--- config.mk ---
export PLATFORM = sky130hd
export DESIGN_NAME = ldpc_enc_top
export DESIGN_NICKNAME = d
export VERILOG_FILES = /design/src/hdl/ldpc_enc_pkg.sv /design/src/hdl/ldpc_enc_pingpong_buf.sv /design/src/hdl/ldpc_enc_regs.sv /design/src/hdl/ldpc_enc_source.sv /design/src/hdl/ldpc_enc_top.sv /design/src/hdl/ldpc_enc_xor_reader.sv
export VERILOG_INCLUDE_DIRS = /design/src /design/src/hdl
export SDC_FILE = /design/constraint.sdc
export NUM_CORES = 2
export LEC_CHECK = 0
export ABC_AREA = 1
export BUFFER_PORTS_ARGS = -buffer_cell sky130_fd_sc_hd__clkbuf_2
export CAP_MARGIN = 30
export CORE_UTILIZATION = 65
export DETAILED_ROUTE_END_ITERATION = 7
export PLACE_DENSITY = 0.79
export SLEW_MARGIN = 40
export SYNTH_ARGS = -nofsm -noshare
export SYNTH_HDL_FRONTEND = slang
export SYNTH_SLANG_ARGS = --single-unit
--- constraint.sdc ---
create_clock -name iclk -period 8.94 [get_ports iclk]
set_input_delay 2.682 -clock iclk [delete_from_list [all_inputs] [get_ports iclk]]
set_output_delay 2.682 -clock iclk [all_outputs]
set_load 0.05 [all_outputs]
--- src/hdl/ldpc_enc_cfg.svh ---
// ldpc encoder input side, build configuration
// stream widths, bank depth and AXI4-Lite register map
`ifndef LDPC_ENC_CFG_SVH
`define LDPC_ENC_CFG_SVH

// input byte width
`define LDPC_DAT_W    8
// buffer word width, a whole multiple of the byte width
`define LDPC_WDAT_W   32
// word address width, 32 words per bank
`define LDPC_WADDR_W  5

// ----------------------------------------------------------------------
// register map
// ----------------------------------------------------------------------
`define LDPC_AXI_AW      4
`define LDPC_REG_CTRL    'h0
`define LDPC_REG_STATUS  'h4
`define LDPC_REG_FRAMES  'h8
`define LDPC_REG_CHECK   'hC

`endif

--- src/hdl/ldpc_enc_pkg.sv ---
// ldpc encoder input side, shared types
// stream beats, buffer write port and buffer state flags
`default_nettype none

`include "ldpc_enc_cfg.svh"

package ldpc_enc_pkg;

  // input byte beat
  typedef struct packed {
    logic                     sop;
    logic                     eop;
    logic                     val;
    logic [`LDPC_DAT_W-1:0]   dat;
  } byte_beat_t;

  // output word beat, valid travels beside it
  typedef struct packed {
    logic                     sop;
    logic                     eop;
    logic [`LDPC_WDAT_W-1:0]  dat;
  } word_beat_t;

  // source -> buffer write port
  typedef struct packed {
    logic                     write;  // store wdat at waddr
    logic                     wfull;  // close the bank, one cycle
    logic [`LDPC_WADDR_W-1:0] waddr;
    logic [`LDPC_WDAT_W-1:0]  wdat;
  } buf_wr_t;

  // buffer flags
  typedef struct packed {
    logic                     fulla;   // both banks full
    logic                     emptya;  // both banks empty
  } buf_state_t;

endpackage

`default_nettype wire

--- src/hdl/ldpc_enc_pingpong_buf.sv ---
// ldpc encoder ping-pong frame buffer
// two banks of words with full flags and stored frame lengths,
// registered read port
`default_nettype none

`include "ldpc_enc_cfg.svh"

module ldpc_enc_pingpong_buf (
  input  logic                     iclk,
  input  logic                     ireset,
  input  ldpc_enc_pkg::buf_wr_t    wr,
  output ldpc_enc_pkg::buf_state_t state,
  input  logic [`LDPC_WADDR_W-1:0] rd_addr,
  input  logic                     rd_release,
  output logic                     rd_full,
  output logic [`LDPC_WADDR_W:0]   rd_len,
  output logic [`LDPC_WDAT_W-1:0]  rd_data
);

  localparam int depth = 1 << `LDPC_WADDR_W;  // words per bank

  logic [`LDPC_WDAT_W-1:0] mem [0:2*depth-1];  // bank bit on top
  logic [`LDPC_WADDR_W:0]  len [0:1];          // words per stored frame
  logic [1:0]              full;
  logic                    wbank;
  logic                    rbank;

  // ----------------------------------------------------------------------
  // bank flags
  // ----------------------------------------------------------------------
  always_ff @(posedge iclk or posedge ireset) begin
    if (ireset) begin
      full  <= '0;
      wbank <= 1'b0;
      rbank <= 1'b0;
    end else begin
      if (wr.wfull) begin
        full[wbank] <= 1'b1;
        wbank       <= ~wbank;
      end
      // release always targets the other bank, it is full
      if (rd_release) begin
        full[rbank] <= 1'b0;
        rbank       <= ~rbank;
      end
    end
  end

  // ----------------------------------------------------------------------
  // storage
  // ----------------------------------------------------------------------
  always_ff @(posedge iclk) begin
    if (wr.write)
      mem[{wbank, wr.waddr}] <= wr.wdat;
    if (wr.wfull)
      len[wbank] <= {1'b0, wr.waddr} + 1'b1;  // last address plus one
    rd_data <= mem[{rbank, rd_addr}];        // one cycle latency
  end

  assign rd_full = full[rbank];
  assign rd_len  = len[rbank];

  assign state = '{fulla: &full, emptya: ~|full};

endmodule

`default_nettype wire

--- src/hdl/ldpc_enc_regs.sv ---
// ldpc encoder control registers, AXI4-Lite slave
// CTRL enable and counter clear, STATUS flags, output frame count
// and last check word
`default_nettype none

`include "ldpc_enc_cfg.svh"

module ldpc_enc_regs (
  input  logic                    iclk,
  input  logic                    ireset,
  // write address / data / response
  input  logic [`LDPC_AXI_AW-1:0] s_axi_awaddr,
  input  logic                    s_axi_awvalid,
  output logic                    s_axi_awready,
  input  logic [31:0]             s_axi_wdata,
  input  logic                    s_axi_wvalid,
  output logic                    s_axi_wready,
  output logic [1:0]              s_axi_bresp,
  output logic                    s_axi_bvalid,
  input  logic                    s_axi_bready,
  // read address / data
  input  logic [`LDPC_AXI_AW-1:0] s_axi_araddr,
  input  logic                    s_axi_arvalid,
  output logic                    s_axi_arready,
  output logic [31:0]             s_axi_rdata,
  output logic [1:0]              s_axi_rresp,
  output logic                    s_axi_rvalid,
  input  logic                    s_axi_rready,
  // datapath side
  input  logic                    in_rdy,
  input  logic                    busy,
  input  logic                    frame_done,
  input  logic [`LDPC_WDAT_W-1:0] frame_check,
  output logic                    enable
);

  logic                    aw_got;   // address held, waiting for data
  logic                    w_got;    // data held, waiting for address
  logic [`LDPC_AXI_AW-1:0] aw_addr;
  logic [31:0]             w_data;
  logic [`LDPC_AXI_AW-1:0] wr_addr;  // address of the write in progress
  logic [31:0]             wr_data;
  logic                    do_write;
  logic                    clr_frames;
  logic [31:0]             frames;
  logic [`LDPC_WDAT_W-1:0] check_q;

  // ----------------------------------------------------------------------
  // write channel
  // ----------------------------------------------------------------------
  assign s_axi_awready = !aw_got & !s_axi_bvalid;
  assign s_axi_wready  = !w_got & !s_axi_bvalid;
  assign s_axi_bresp   = 2'b00;  // OKAY

  assign wr_addr  = aw_got ? aw_addr : s_axi_awaddr;
  assign wr_data  = w_got ? w_data : s_axi_wdata;
  assign do_write = (aw_got | (s_axi_awvalid & s_axi_awready)) &
                    (w_got | (s_axi_wvalid & s_axi_wready));
  assign clr_frames = do_write & (wr_addr == `LDPC_REG_CTRL) & wr_data[1];

  always_ff @(posedge iclk or posedge ireset) begin
    if (ireset) begin
      aw_got       <= 1'b0;
      w_got        <= 1'b0;
      s_axi_bvalid <= 1'b0;
      enable       <= 1'b0;
    end else begin
      if (do_write) begin
        aw_got       <= 1'b0;
        w_got        <= 1'b0;
        s_axi_bvalid <= 1'b1;  // response next cycle
        if (wr_addr == `LDPC_REG_CTRL)
          enable <= wr_data[0];
      end else begin
        aw_got <= aw_got | (s_axi_awvalid & s_axi_awready);
        w_got  <= w_got | (s_axi_wvalid & s_axi_wready);
        if (s_axi_bready)
          s_axi_bvalid <= 1'b0;
      end
    end
  end

  // holding registers for a split address/data arrival
  always_ff @(posedge iclk) begin
    if (s_axi_awvalid & s_axi_awready)
      aw_addr <= s_axi_awaddr;
    if (s_axi_wvalid & s_axi_wready)
      w_data <= s_axi_wdata;
  end

  // ----------------------------------------------------------------------
  // frame counter and check word
  // ----------------------------------------------------------------------
  always_ff @(posedge iclk or posedge ireset) begin
    if (ireset) begin
      frames  <= '0;
      check_q <= '0;
    end else begin
      if (clr_frames)
        frames <= '0;  // clear beats a coincident frame
      else if (frame_done)
        frames <= frames + 1'b1;
      if (frame_done)
        check_q <= frame_check;
    end
  end

  // ----------------------------------------------------------------------
  // read channel
  // ----------------------------------------------------------------------
  assign s_axi_arready = !s_axi_rvalid;
  assign s_axi_rresp   = 2'b00;

  always_ff @(posedge iclk or posedge ireset) begin
    if (ireset) begin
      s_axi_rvalid <= 1'b0;
      s_axi_rdata  <= '0;
    end else if (s_axi_arvalid & s_axi_arready) begin
      s_axi_rvalid <= 1'b1;
      case (s_axi_araddr)
        `LDPC_REG_CTRL:   s_axi_rdata <= {31'b0, enable};  // clear bit reads 0
        `LDPC_REG_STATUS: s_axi_rdata <= {30'b0, busy, in_rdy};
        `LDPC_REG_FRAMES: s_axi_rdata <= frames;
        `LDPC_REG_CHECK:  s_axi_rdata <= 32'(check_q);
        default:          s_axi_rdata <= '0;  // unmapped
      endcase
    end else if (s_axi_rready) begin
      s_axi_rvalid <= 1'b0;
    end
  end

endmodule

`default_nettype wire

--- src/hdl/ldpc_enc_source.sv ---
// ldpc encoder byte source
// packs bytes into buffer words lsb first, addresses the frame
// and closes the bank after eop
`default_nettype none

`include "ldpc_enc_cfg.svh"

module ldpc_enc_source (
  input  logic                     iclk,
  input  logic                     ireset,
  input  logic                     enable,
  input  ldpc_enc_pkg::byte_beat_t in_beat,
  input  ldpc_enc_pkg::buf_state_t state,
  output logic                     in_rdy,
  output logic                     busy,
  output ldpc_enc_pkg::buf_wr_t    wr
);

  localparam int factor = `LDPC_WDAT_W / `LDPC_DAT_W;  // bytes per word
  localparam int cnt_w  = (factor > 1) ? $clog2(factor) : 1;

  typedef struct packed {
    logic             done;   // next byte completes the word
    logic [cnt_w-1:0] value;
  } dwc_cnt_t;

  dwc_cnt_t                 cnt;
  logic                     acc;      // byte accepted
  logic                     last;     // accepted byte closes a word
  logic                     write_q;
  logic                     wfull_q;
  logic [`LDPC_WADDR_W-1:0] waddr_q;
  logic [`LDPC_WDAT_W-1:0]  wdat_q;

  assign acc  = in_beat.val & in_rdy;
  assign last = (factor == 1) | (!in_beat.sop & cnt.done);  // sop byte never ends a word

  // ----------------------------------------------------------------------
  // byte counter and write strobes
  // ----------------------------------------------------------------------
  always_ff @(posedge iclk or posedge ireset) begin
    if (ireset) begin
      write_q <= 1'b0;
      wfull_q <= 1'b0;
      cnt     <= '0;
    end else begin
      write_q <= acc & last;
      wfull_q <= acc & in_beat.eop;  // frame holds whole words
      if (acc) begin
        if (in_beat.sop) begin
          cnt.value <= cnt_w'(1);
          cnt.done  <= (factor <= 2);
        end else begin
          cnt.value <= cnt.done ? '0 : cnt.value + 1'b1;
          cnt.done  <= (cnt.value == cnt_w'(factor - 2));
        end
      end
    end
  end

  // ----------------------------------------------------------------------
  // word register and frame address
  // ----------------------------------------------------------------------
  always_ff @(posedge iclk) begin
    if (acc) begin
      // shift down, new byte enters at the top
      wdat_q <= (wdat_q >> `LDPC_DAT_W) |
                (`LDPC_WDAT_W'(in_beat.dat) << (`LDPC_WDAT_W - `LDPC_DAT_W));
    end
    if (acc & in_beat.sop)
      waddr_q <= '0;  // new frame
    else
      waddr_q <= waddr_q + `LDPC_WADDR_W'(write_q);  // step after each write
  end

  assign wr = '{write: write_q, wfull: wfull_q, waddr: waddr_q, wdat: wdat_q};

  // stall while closing a bank or with no free bank
  assign in_rdy = enable & !wfull_q & !state.fulla;
  assign busy   = wfull_q | !state.emptya;  // some bank still holds data

endmodule

`default_nettype wire

--- src/hdl/ldpc_enc_top.sv ---
// ldpc encoder input side, top level
// byte source, ping-pong buffer, xor reader and AXI4-Lite registers
`default_nettype none

`include "ldpc_enc_cfg.svh"

module ldpc_enc_top (
  input  logic                     iclk,
  input  logic                     ireset,
  // byte stream in
  input  ldpc_enc_pkg::byte_beat_t in_beat,
  output logic                     in_rdy,
  // word stream out
  output ldpc_enc_pkg::word_beat_t out_beat,
  output logic                     out_valid,
  input  logic                     out_ready,
  // AXI4-Lite
  input  logic [`LDPC_AXI_AW-1:0]  s_axi_awaddr,
  input  logic                     s_axi_awvalid,
  output logic                     s_axi_awready,
  input  logic [31:0]              s_axi_wdata,
  input  logic                     s_axi_wvalid,
  output logic                     s_axi_wready,
  output logic [1:0]               s_axi_bresp,
  output logic                     s_axi_bvalid,
  input  logic                     s_axi_bready,
  input  logic [`LDPC_AXI_AW-1:0]  s_axi_araddr,
  input  logic                     s_axi_arvalid,
  output logic                     s_axi_arready,
  output logic [31:0]              s_axi_rdata,
  output logic [1:0]               s_axi_rresp,
  output logic                     s_axi_rvalid,
  input  logic                     s_axi_rready
);

  logic                     enable;
  logic                     busy;
  ldpc_enc_pkg::buf_wr_t    wr;
  ldpc_enc_pkg::buf_state_t state;
  logic [`LDPC_WADDR_W-1:0] rd_addr;
  logic                     rd_release;
  logic                     rd_full;
  logic [`LDPC_WADDR_W:0]   rd_len;
  logic [`LDPC_WDAT_W-1:0]  rd_data;
  logic                     frame_done;
  logic [`LDPC_WDAT_W-1:0]  frame_check;

  ldpc_enc_regs u_regs (
    .iclk          (iclk),
    .ireset        (ireset),
    .s_axi_awaddr  (s_axi_awaddr),
    .s_axi_awvalid (s_axi_awvalid),
    .s_axi_awready (s_axi_awready),
    .s_axi_wdata   (s_axi_wdata),
    .s_axi_wvalid  (s_axi_wvalid),
    .s_axi_wready  (s_axi_wready),
    .s_axi_bresp   (s_axi_bresp),
    .s_axi_bvalid  (s_axi_bvalid),
    .s_axi_bready  (s_axi_bready),
    .s_axi_araddr  (s_axi_araddr),
    .s_axi_arvalid (s_axi_arvalid),
    .s_axi_arready (s_axi_arready),
    .s_axi_rdata   (s_axi_rdata),
    .s_axi_rresp   (s_axi_rresp),
    .s_axi_rvalid  (s_axi_rvalid),
    .s_axi_rready  (s_axi_rready),
    .in_rdy        (in_rdy),
    .busy          (busy),
    .frame_done    (frame_done),
    .frame_check   (frame_check),
    .enable        (enable)
  );

  ldpc_enc_source u_source (
    .iclk    (iclk),
    .ireset  (ireset),
    .enable  (enable),
    .in_beat (in_beat),
    .state   (state),
    .in_rdy  (in_rdy),
    .busy    (busy),
    .wr      (wr)
  );

  ldpc_enc_pingpong_buf u_buf (
    .iclk       (iclk),
    .ireset     (ireset),
    .wr         (wr),
    .state      (state),
    .rd_addr    (rd_addr),
    .rd_release (rd_release),
    .rd_full    (rd_full),
    .rd_len     (rd_len),
    .rd_data    (rd_data)
  );

  ldpc_enc_xor_reader u_reader (
    .iclk        (iclk),
    .ireset      (ireset),
    .rd_full     (rd_full),
    .rd_len      (rd_len),
    .rd_data     (rd_data),
    .rd_addr     (rd_addr),
    .rd_release  (rd_release),
    .out_beat    (out_beat),
    .out_valid   (out_valid),
    .out_ready   (out_ready),
    .frame_done  (frame_done),
    .frame_check (frame_check)
  );

endmodule

`default_nettype wire

--- src/hdl/ldpc_enc_xor_reader.sv ---
// ldpc encoder bank reader
// drains a full bank as a valid/ready word stream and closes the
// frame with the xor of its words, standing in for the parity core
`default_nettype none

`include "ldpc_enc_cfg.svh"

module ldpc_enc_xor_reader (
  input  logic                     iclk,
  input  logic                     ireset,
  input  logic                     rd_full,
  input  logic [`LDPC_WADDR_W:0]   rd_len,
  input  logic [`LDPC_WDAT_W-1:0]  rd_data,
  output logic [`LDPC_WADDR_W-1:0] rd_addr,
  output logic                     rd_release,
  output ldpc_enc_pkg::word_beat_t out_beat,
  output logic                     out_valid,
  input  logic                     out_ready,
  output logic                     frame_done,
  output logic [`LDPC_WDAT_W-1:0]  frame_check
);

  typedef enum logic [1:0] {
    st_idle,
    st_fetch,  // wait out the read latency
    st_data,
    st_check
  } state_t;

  state_t                   st;
  logic                     xfer;      // word taken downstream
  logic                     load;      // rd_data moves into the output
  logic                     last_dat;  // last data word is on the output
  logic [`LDPC_WADDR_W-1:0] addr_q;    // address held in rd_data
  logic [`LDPC_WADDR_W:0]   cnt;       // data words loaded
  logic [`LDPC_WDAT_W-1:0]  acc;       // running xor

  assign xfer     = out_valid & out_ready;
  assign last_dat = (cnt == rd_len);
  assign load     = (st == st_fetch) | ((st == st_data) & xfer & !last_dat);

  // prefetch, the next address goes out as soon as rd_data is taken
  assign rd_addr = addr_q + `LDPC_WADDR_W'(load);

  // ----------------------------------------------------------------------
  // fsm and output register
  // ----------------------------------------------------------------------
  always_ff @(posedge iclk or posedge ireset) begin
    if (ireset) begin
      st        <= st_idle;
      out_valid <= 1'b0;
      addr_q    <= '0;
      cnt       <= '0;
    end else begin
      addr_q <= rd_addr;
      case (st)
        st_idle: if (rd_full) st <= st_fetch;
        st_fetch: begin
          out_valid <= 1'b1;
          cnt       <= {{`LDPC_WADDR_W{1'b0}}, 1'b1};
          st        <= st_data;
        end
        st_data: begin
          if (xfer & !last_dat)
            cnt <= cnt + 1'b1;
          else if (xfer)
            st <= st_check;  // check word loaded below
        end
        st_check: begin
          if (xfer) begin
            out_valid <= 1'b0;
            addr_q    <= '0;  // next bank starts at zero
            st        <= st_idle;
          end
        end
        default: st <= st_idle;
      endcase
    end
  end

  // payload, no reset
  always_ff @(posedge iclk) begin
    if (st == st_fetch) begin
      out_beat <= '{sop: 1'b1, eop: 1'b0, dat: rd_data};
      acc      <= '0;
    end else if ((st == st_data) & xfer) begin
      acc <= acc ^ out_beat.dat;  // fold every transferred word
      if (last_dat)
        out_beat <= '{sop: 1'b0, eop: 1'b1, dat: acc ^ out_beat.dat};
      else
        out_beat <= '{sop: 1'b0, eop: 1'b0, dat: rd_data};
    end
  end

  // check word handshake frees the bank
  assign rd_release  = (st == st_check) & xfer;
  assign frame_done  = rd_release;
  assign frame_check = out_beat.dat;

endmodule

`default_nettype wire

# == Word level (Yosys, flattened, before mapping) ==
# Memory sizes are Yosys's and may differ from the RTL's. A register that Yosys moved wholly into a read port is not among the register bits.
# Cells that the tools add are included.
# classes
n_addsub,6
n_lt_le_gt_ge,4
eq_ne,13
mux,39
n_bitwise,31
reduce_logical,25
# ops
operator,n
$mux 32,4
$pmux 32 s4,1
$mux 33,1
$add 32x1->32 const B,1
$or 24x32->32,1
$xor 32x32->32,1
$and 1x1->1,20
$mux 2,8
$mux 1,15
$pmux 6 s2,1
$reduce_bool 2->1,6
$add 5x1->5,2
$mux 5,2
$eq 4x4->1 const B,2
$logic_not 1->1,8
$logic_not 4->1,2
$pmux 2 s4,1
$reduce_and 2->1,4
$add 5x1->6 const B,1
$add 6x1->6 const B,1
$eq 2x2->1 const B,3
$eq 6x6->1,1
$mux 6,1
$ne 2x1->1 const B,3
19 further kinds,28
# word_totals
reg_bits,233
mem_bits_rw,2060
inputBits,59
out_inout_bits,77
wordCells,147
n_memories,2
# mem_list
memory,words,width,rd,rd_clocked_by_memory_dff,wr,line_no,source
u_buf.mem,64,32,1,1,1,ldpc_enc_pingpong_buf.sv:22,logic [`LDPC_WDAT_W-1:0] mem [0:2*depth-1];
u_buf.len,2,6,1,0,1,ldpc_enc_pingpong_buf.sv:23,logic [`LDPC_WADDR_W:0] len [0:1];

# == Logic depth before layout (Yosys ltp) ==
# depth
depth_word,8
mapped_depth,25
ltp_nobuf,20

# == Hierarchy ==
# Synthesis repeated with hierarchy kept, for this count alone.
# unflattened
hier_cells,8090
hier_area_um2,94234.1
# by_module_without_submodules
mod,instances,cells_each,area_each_um2,seq_area_each_um2
ldpc_enc_pingpong_buf,1,6863,83367.5,62600.0
ldpc_enc_regs,1,671,5343.9,2707.6
ldpc_enc_xor_reader,1,457,4037.6,1991.9
ldpc_enc_source,1,99,1485.2,1186.1

# == Worst setup path after synthesis ==
# No wires, ideal clock.
# synth_path
path_kind,input to register
from,in out_ready
to,reg u_buf.rd_data[17] (read register of u_buf.mem)
setup_ns,0.113
t_arrival_ns,4.892
required_time_ns,8.827
slack_ns,3.935
cell_stages,18
n_path_buf,4
path_cell_list,nand2_1 nor2_1 nand2_1 buf_4 nand2_2 ha_1 ha_1 buf_2 inv_2 buf_2 clkbuf_1 nand3_1 nand3_1 nand3_1 nand2_1 nand2_1 nand3_1 nand2_1
# synth_via
elab_chain_len,5
# synth_rtl
element,line_no,source
"start, declared",ldpc_enc_top.sv:16,"input logic out_ready,"
$and 1x1->1,ldpc_enc_xor_reader.sv:38,assign xfer = out_valid & out_ready;
$and 1x1->1 (2 in series),ldpc_enc_xor_reader.sv:40,assign load = (st == st_fetch) | ((st == st_data) & xfer & !last_dat);
$or 1x1->1,ldpc_enc_xor_reader.sv:40,
$add 5x1->5,ldpc_enc_xor_reader.sv:43,assign rd_addr = addr_q + `LDPC_WADDR_W'(load);
"end, declared",ldpc_enc_pingpong_buf.sv:17,output logic [`LDPC_WDAT_W-1:0] rd_data
# No other way between the ends.
# A chain may end at the register's enable or synchronous reset.

# == Worst setup path after layout ==
# layout_path
from,in out_ready
to,reg u_buf.rd_data[15] (read register of u_buf.mem)
# Same word-level chain as after synthesis.

==> flow_summary.ini <==
[routing]
drtAntennaViolNets = 0
first_pass_iters = 7
vias_per_cell = 6.354
post-route-drc-count = 0
wire_per_inst_um = 24.79
drt_iter0_markers = 9691
wl_um = 251400
vias = 64440

[sta]
worst_pin_slew_ns = 1.056
tns_ns = 0
fin_worst_skew_ns = 0.02509
drv_slew = 0
fin_crit_ns = 5.886
finalSetupViolations = 0
hold_violations = 0
timing.final.crit_share_pct = 65.84
rsz0062_at_grt = false
fmax_mhz = 169.9
whs_ns = 0.4554
relSlewSlack_pct = 29.03
timing.final.ws_setup_ns = 3.054

[power_and_ir_drop]
p_per_area_mw_per_mm2 = 399.7
p_int_mw = 22.70
p_total_mw = 41.38
p_leak_nw = 37.77
clkPwrFrac_pct = 21.6
ir_worst_vdd_mv = 0.4335
power_switching_mw = 18.68
switching_share_pct = 45.14
combPwrFrac_pct = 46.6
p_seq_share_pct = 31.8

[worst_hold_path]
hold_path.class = reg2reg

[cts]
clock_latency_ns = 0.86
cts_tree = built
cts_setup_buffers = 0
ctsHoldBuffers = 0
clock-sinks = 2325
root_buffer = clkbuf_16
ctsHtreeMaxLevel = 4
path_clk_slew_ns = 0.06
numCtsBuffers = 219
clk_path_buf_depth = 3
post_cts_resized = 0

[placement]
gp_congestion = 0.8881
io_buffers = 101
dp_hpwl_um = 129800
placedCellCount = 9732
placed_area_mm2 = 0.09662
dp_slack_ns = 2.422

[grt]
grtUsageMet3_pct = 8.084
antenna_found_initial = 15
grt_max_degree = 152
track_usage_pct = 34.37
grtUsageMet1_pct = 46.10
globalRoute.totalOverflow = 0
use_met2_pct = 52.97
busiest_layer = met2
grt_pass1_wl_um = 371600
grt_pass1_vias = 61940

[yosys]
syn-cell-area_mm2 = 0.09353
avgSynthCellArea_um2 = 11.63
synth_seq_area_share_pct = 73.22
yosys.area.top_type_share_pct = 68.39
synth_common_cells = nand2_1, edfxtp_1, nand3_1
synth-seq-cells = 2325
async_flop_share_pct = 5.333
yosysTopAreaCell = edfxtp_1
yosysUniqueCellTypes = 39
synth_flop_cell = edfxtp_1
yosys_warnings = 0
yosysMostFrequentCell = nand2_1
synth_area_leaders = edfxtp_1, nand2_1, nand3_1
synth_enable_flop_cells = 2130
postSynthCellCount = 8040

[worst_setup_path]
cp_max_fo = 67
path_class = in2reg
cp-end-kind = flip-flop
worstPathRequired_ns = 9.72
worstPathArrival_ns = 6.66
critPathLaunchType = input pin

[finish]
nFillCells = 8755
final_cells = 10140
final_nets = 8135
syn_to_final_growth_pct = 10.69
drive_above_1_share_pct = 8.339
final_core_util_pct = 72.85
stdcell_area_mm2 = 0.1035

[die]
ioPinCount = 136
die_w_um = 381.3
start_util_pct = 65.82
core-area_mm2 = 0.1421
die_y_um = 381.3
num_rows = 138
dieArea_mm2 = 0.1454

[run]
max-cap-violations = 0

[outcome]
status = finished, final reports clean
cells by family after synthesis:
| kind of cell | Yosys count | synth area share (%) |
|---|---|---|
| and+or+nand+nor | 4855 | 22.28 |
| muxes | 1 | 0.01070 |
| DFF | 2325 | 73.22 |
| other | 1 | 0.004009 |
| xor gates and xnor gates | 48 | 0.4495 |
| AOI/OAI and AO/OA | 162 | 0.9311 |
| buffers and inverters | 636 | 2.940 |
| adders and majority gates | 12 | 0.1605 |
critical path: stages:
cell and delay, ns:
clkbuf_2 0.09, nand2_1 0.15, nor2_2 0.06, nand2_1 0.32, nand2_2 0.18, ha_4 0.74
buf_4 0.53, buf_4 0.66, nand2_1 0.17, nand3_1 0.15, nand3_1 0.11, nand3_1 0.12
nand3_1 0.32, nand2_1 0.19, nand2_1 0.07, nand2_1 0.09
flip-flops by register name, indices dropped and copies added (netlist names), 32 cells and up:
register	count
u_buf.mem	2048
u_buf.rd_data	32
u_reader.acc	32
u_reader.frame_check	32
u_regs.check_q	32
u_regs.frames	32
u_regs.s_axi_rdata	32
u_source.wdat_q	32
power groups by stage:
stage                     Clock (mW)  Combinational (mW)  Sequential (mW)
after floorplan                    0                12.0             13.8
after global placement             0                18.0             13.4
after detailed placement           0                18.6             13.4
after CTS                       8.94                18.8             13.1
after global routing            9.35                20.8             13.2
final                           8.93                19.3             13.2
cell usage in the layout (no fill, tap or decap), drive strengths merged, types with 46 or more instances in the layout:
cell type	n
inv	138
o21ai	107
nand2	2627
xor2	46
clkbuf	394
dfxtp	71
buf	197
dfrtp	124
nand3	1956
clkinv	96
edfxtp	2130
nor2	201
layout make-up:
type	count	area, µm²	share of cell area, %
multi-input cells	5082	22870	22.09
diodes	1	2.502	0.002417
well taps	1890	2365	2.284
repair buffers	300	2407	2.325
clock inverters	116	877.1	0.8472
flip-flops and latches	2325	68490	66.16
clock buffers	291	5981	5.777
inverters	136	533.0	0.5149
path summary, 6_finish.rpt:
path | from | end | slack [ns] | cells past startpoint
max | out_ready | u_buf.rd_data[15] | 3.05 | 16
min | u_reader.out_beat[33] | u_reader.out_beat[33] | 0.46 | 2
max reg2reg | u_buf.rbank | u_buf.rd_data[15] | 3.17 | 19
min reg2reg | u_reader.out_beat[33] | u_reader.out_beat[33] | 0.46 | 2
max in group asynchronous | ireset | u_regs.frames[25] | 5.88 | 3
min in group asynchronous | ireset | u_reader.cnt[4] | 1.88 | 2
metal layers:
layer	routed length, µm	part of all wire, %
met5	84	0.033
met4	13980	5.6
met3	34120	14
met2	114400	45
met1	88890	35
(Power assumes the default switching activity.)
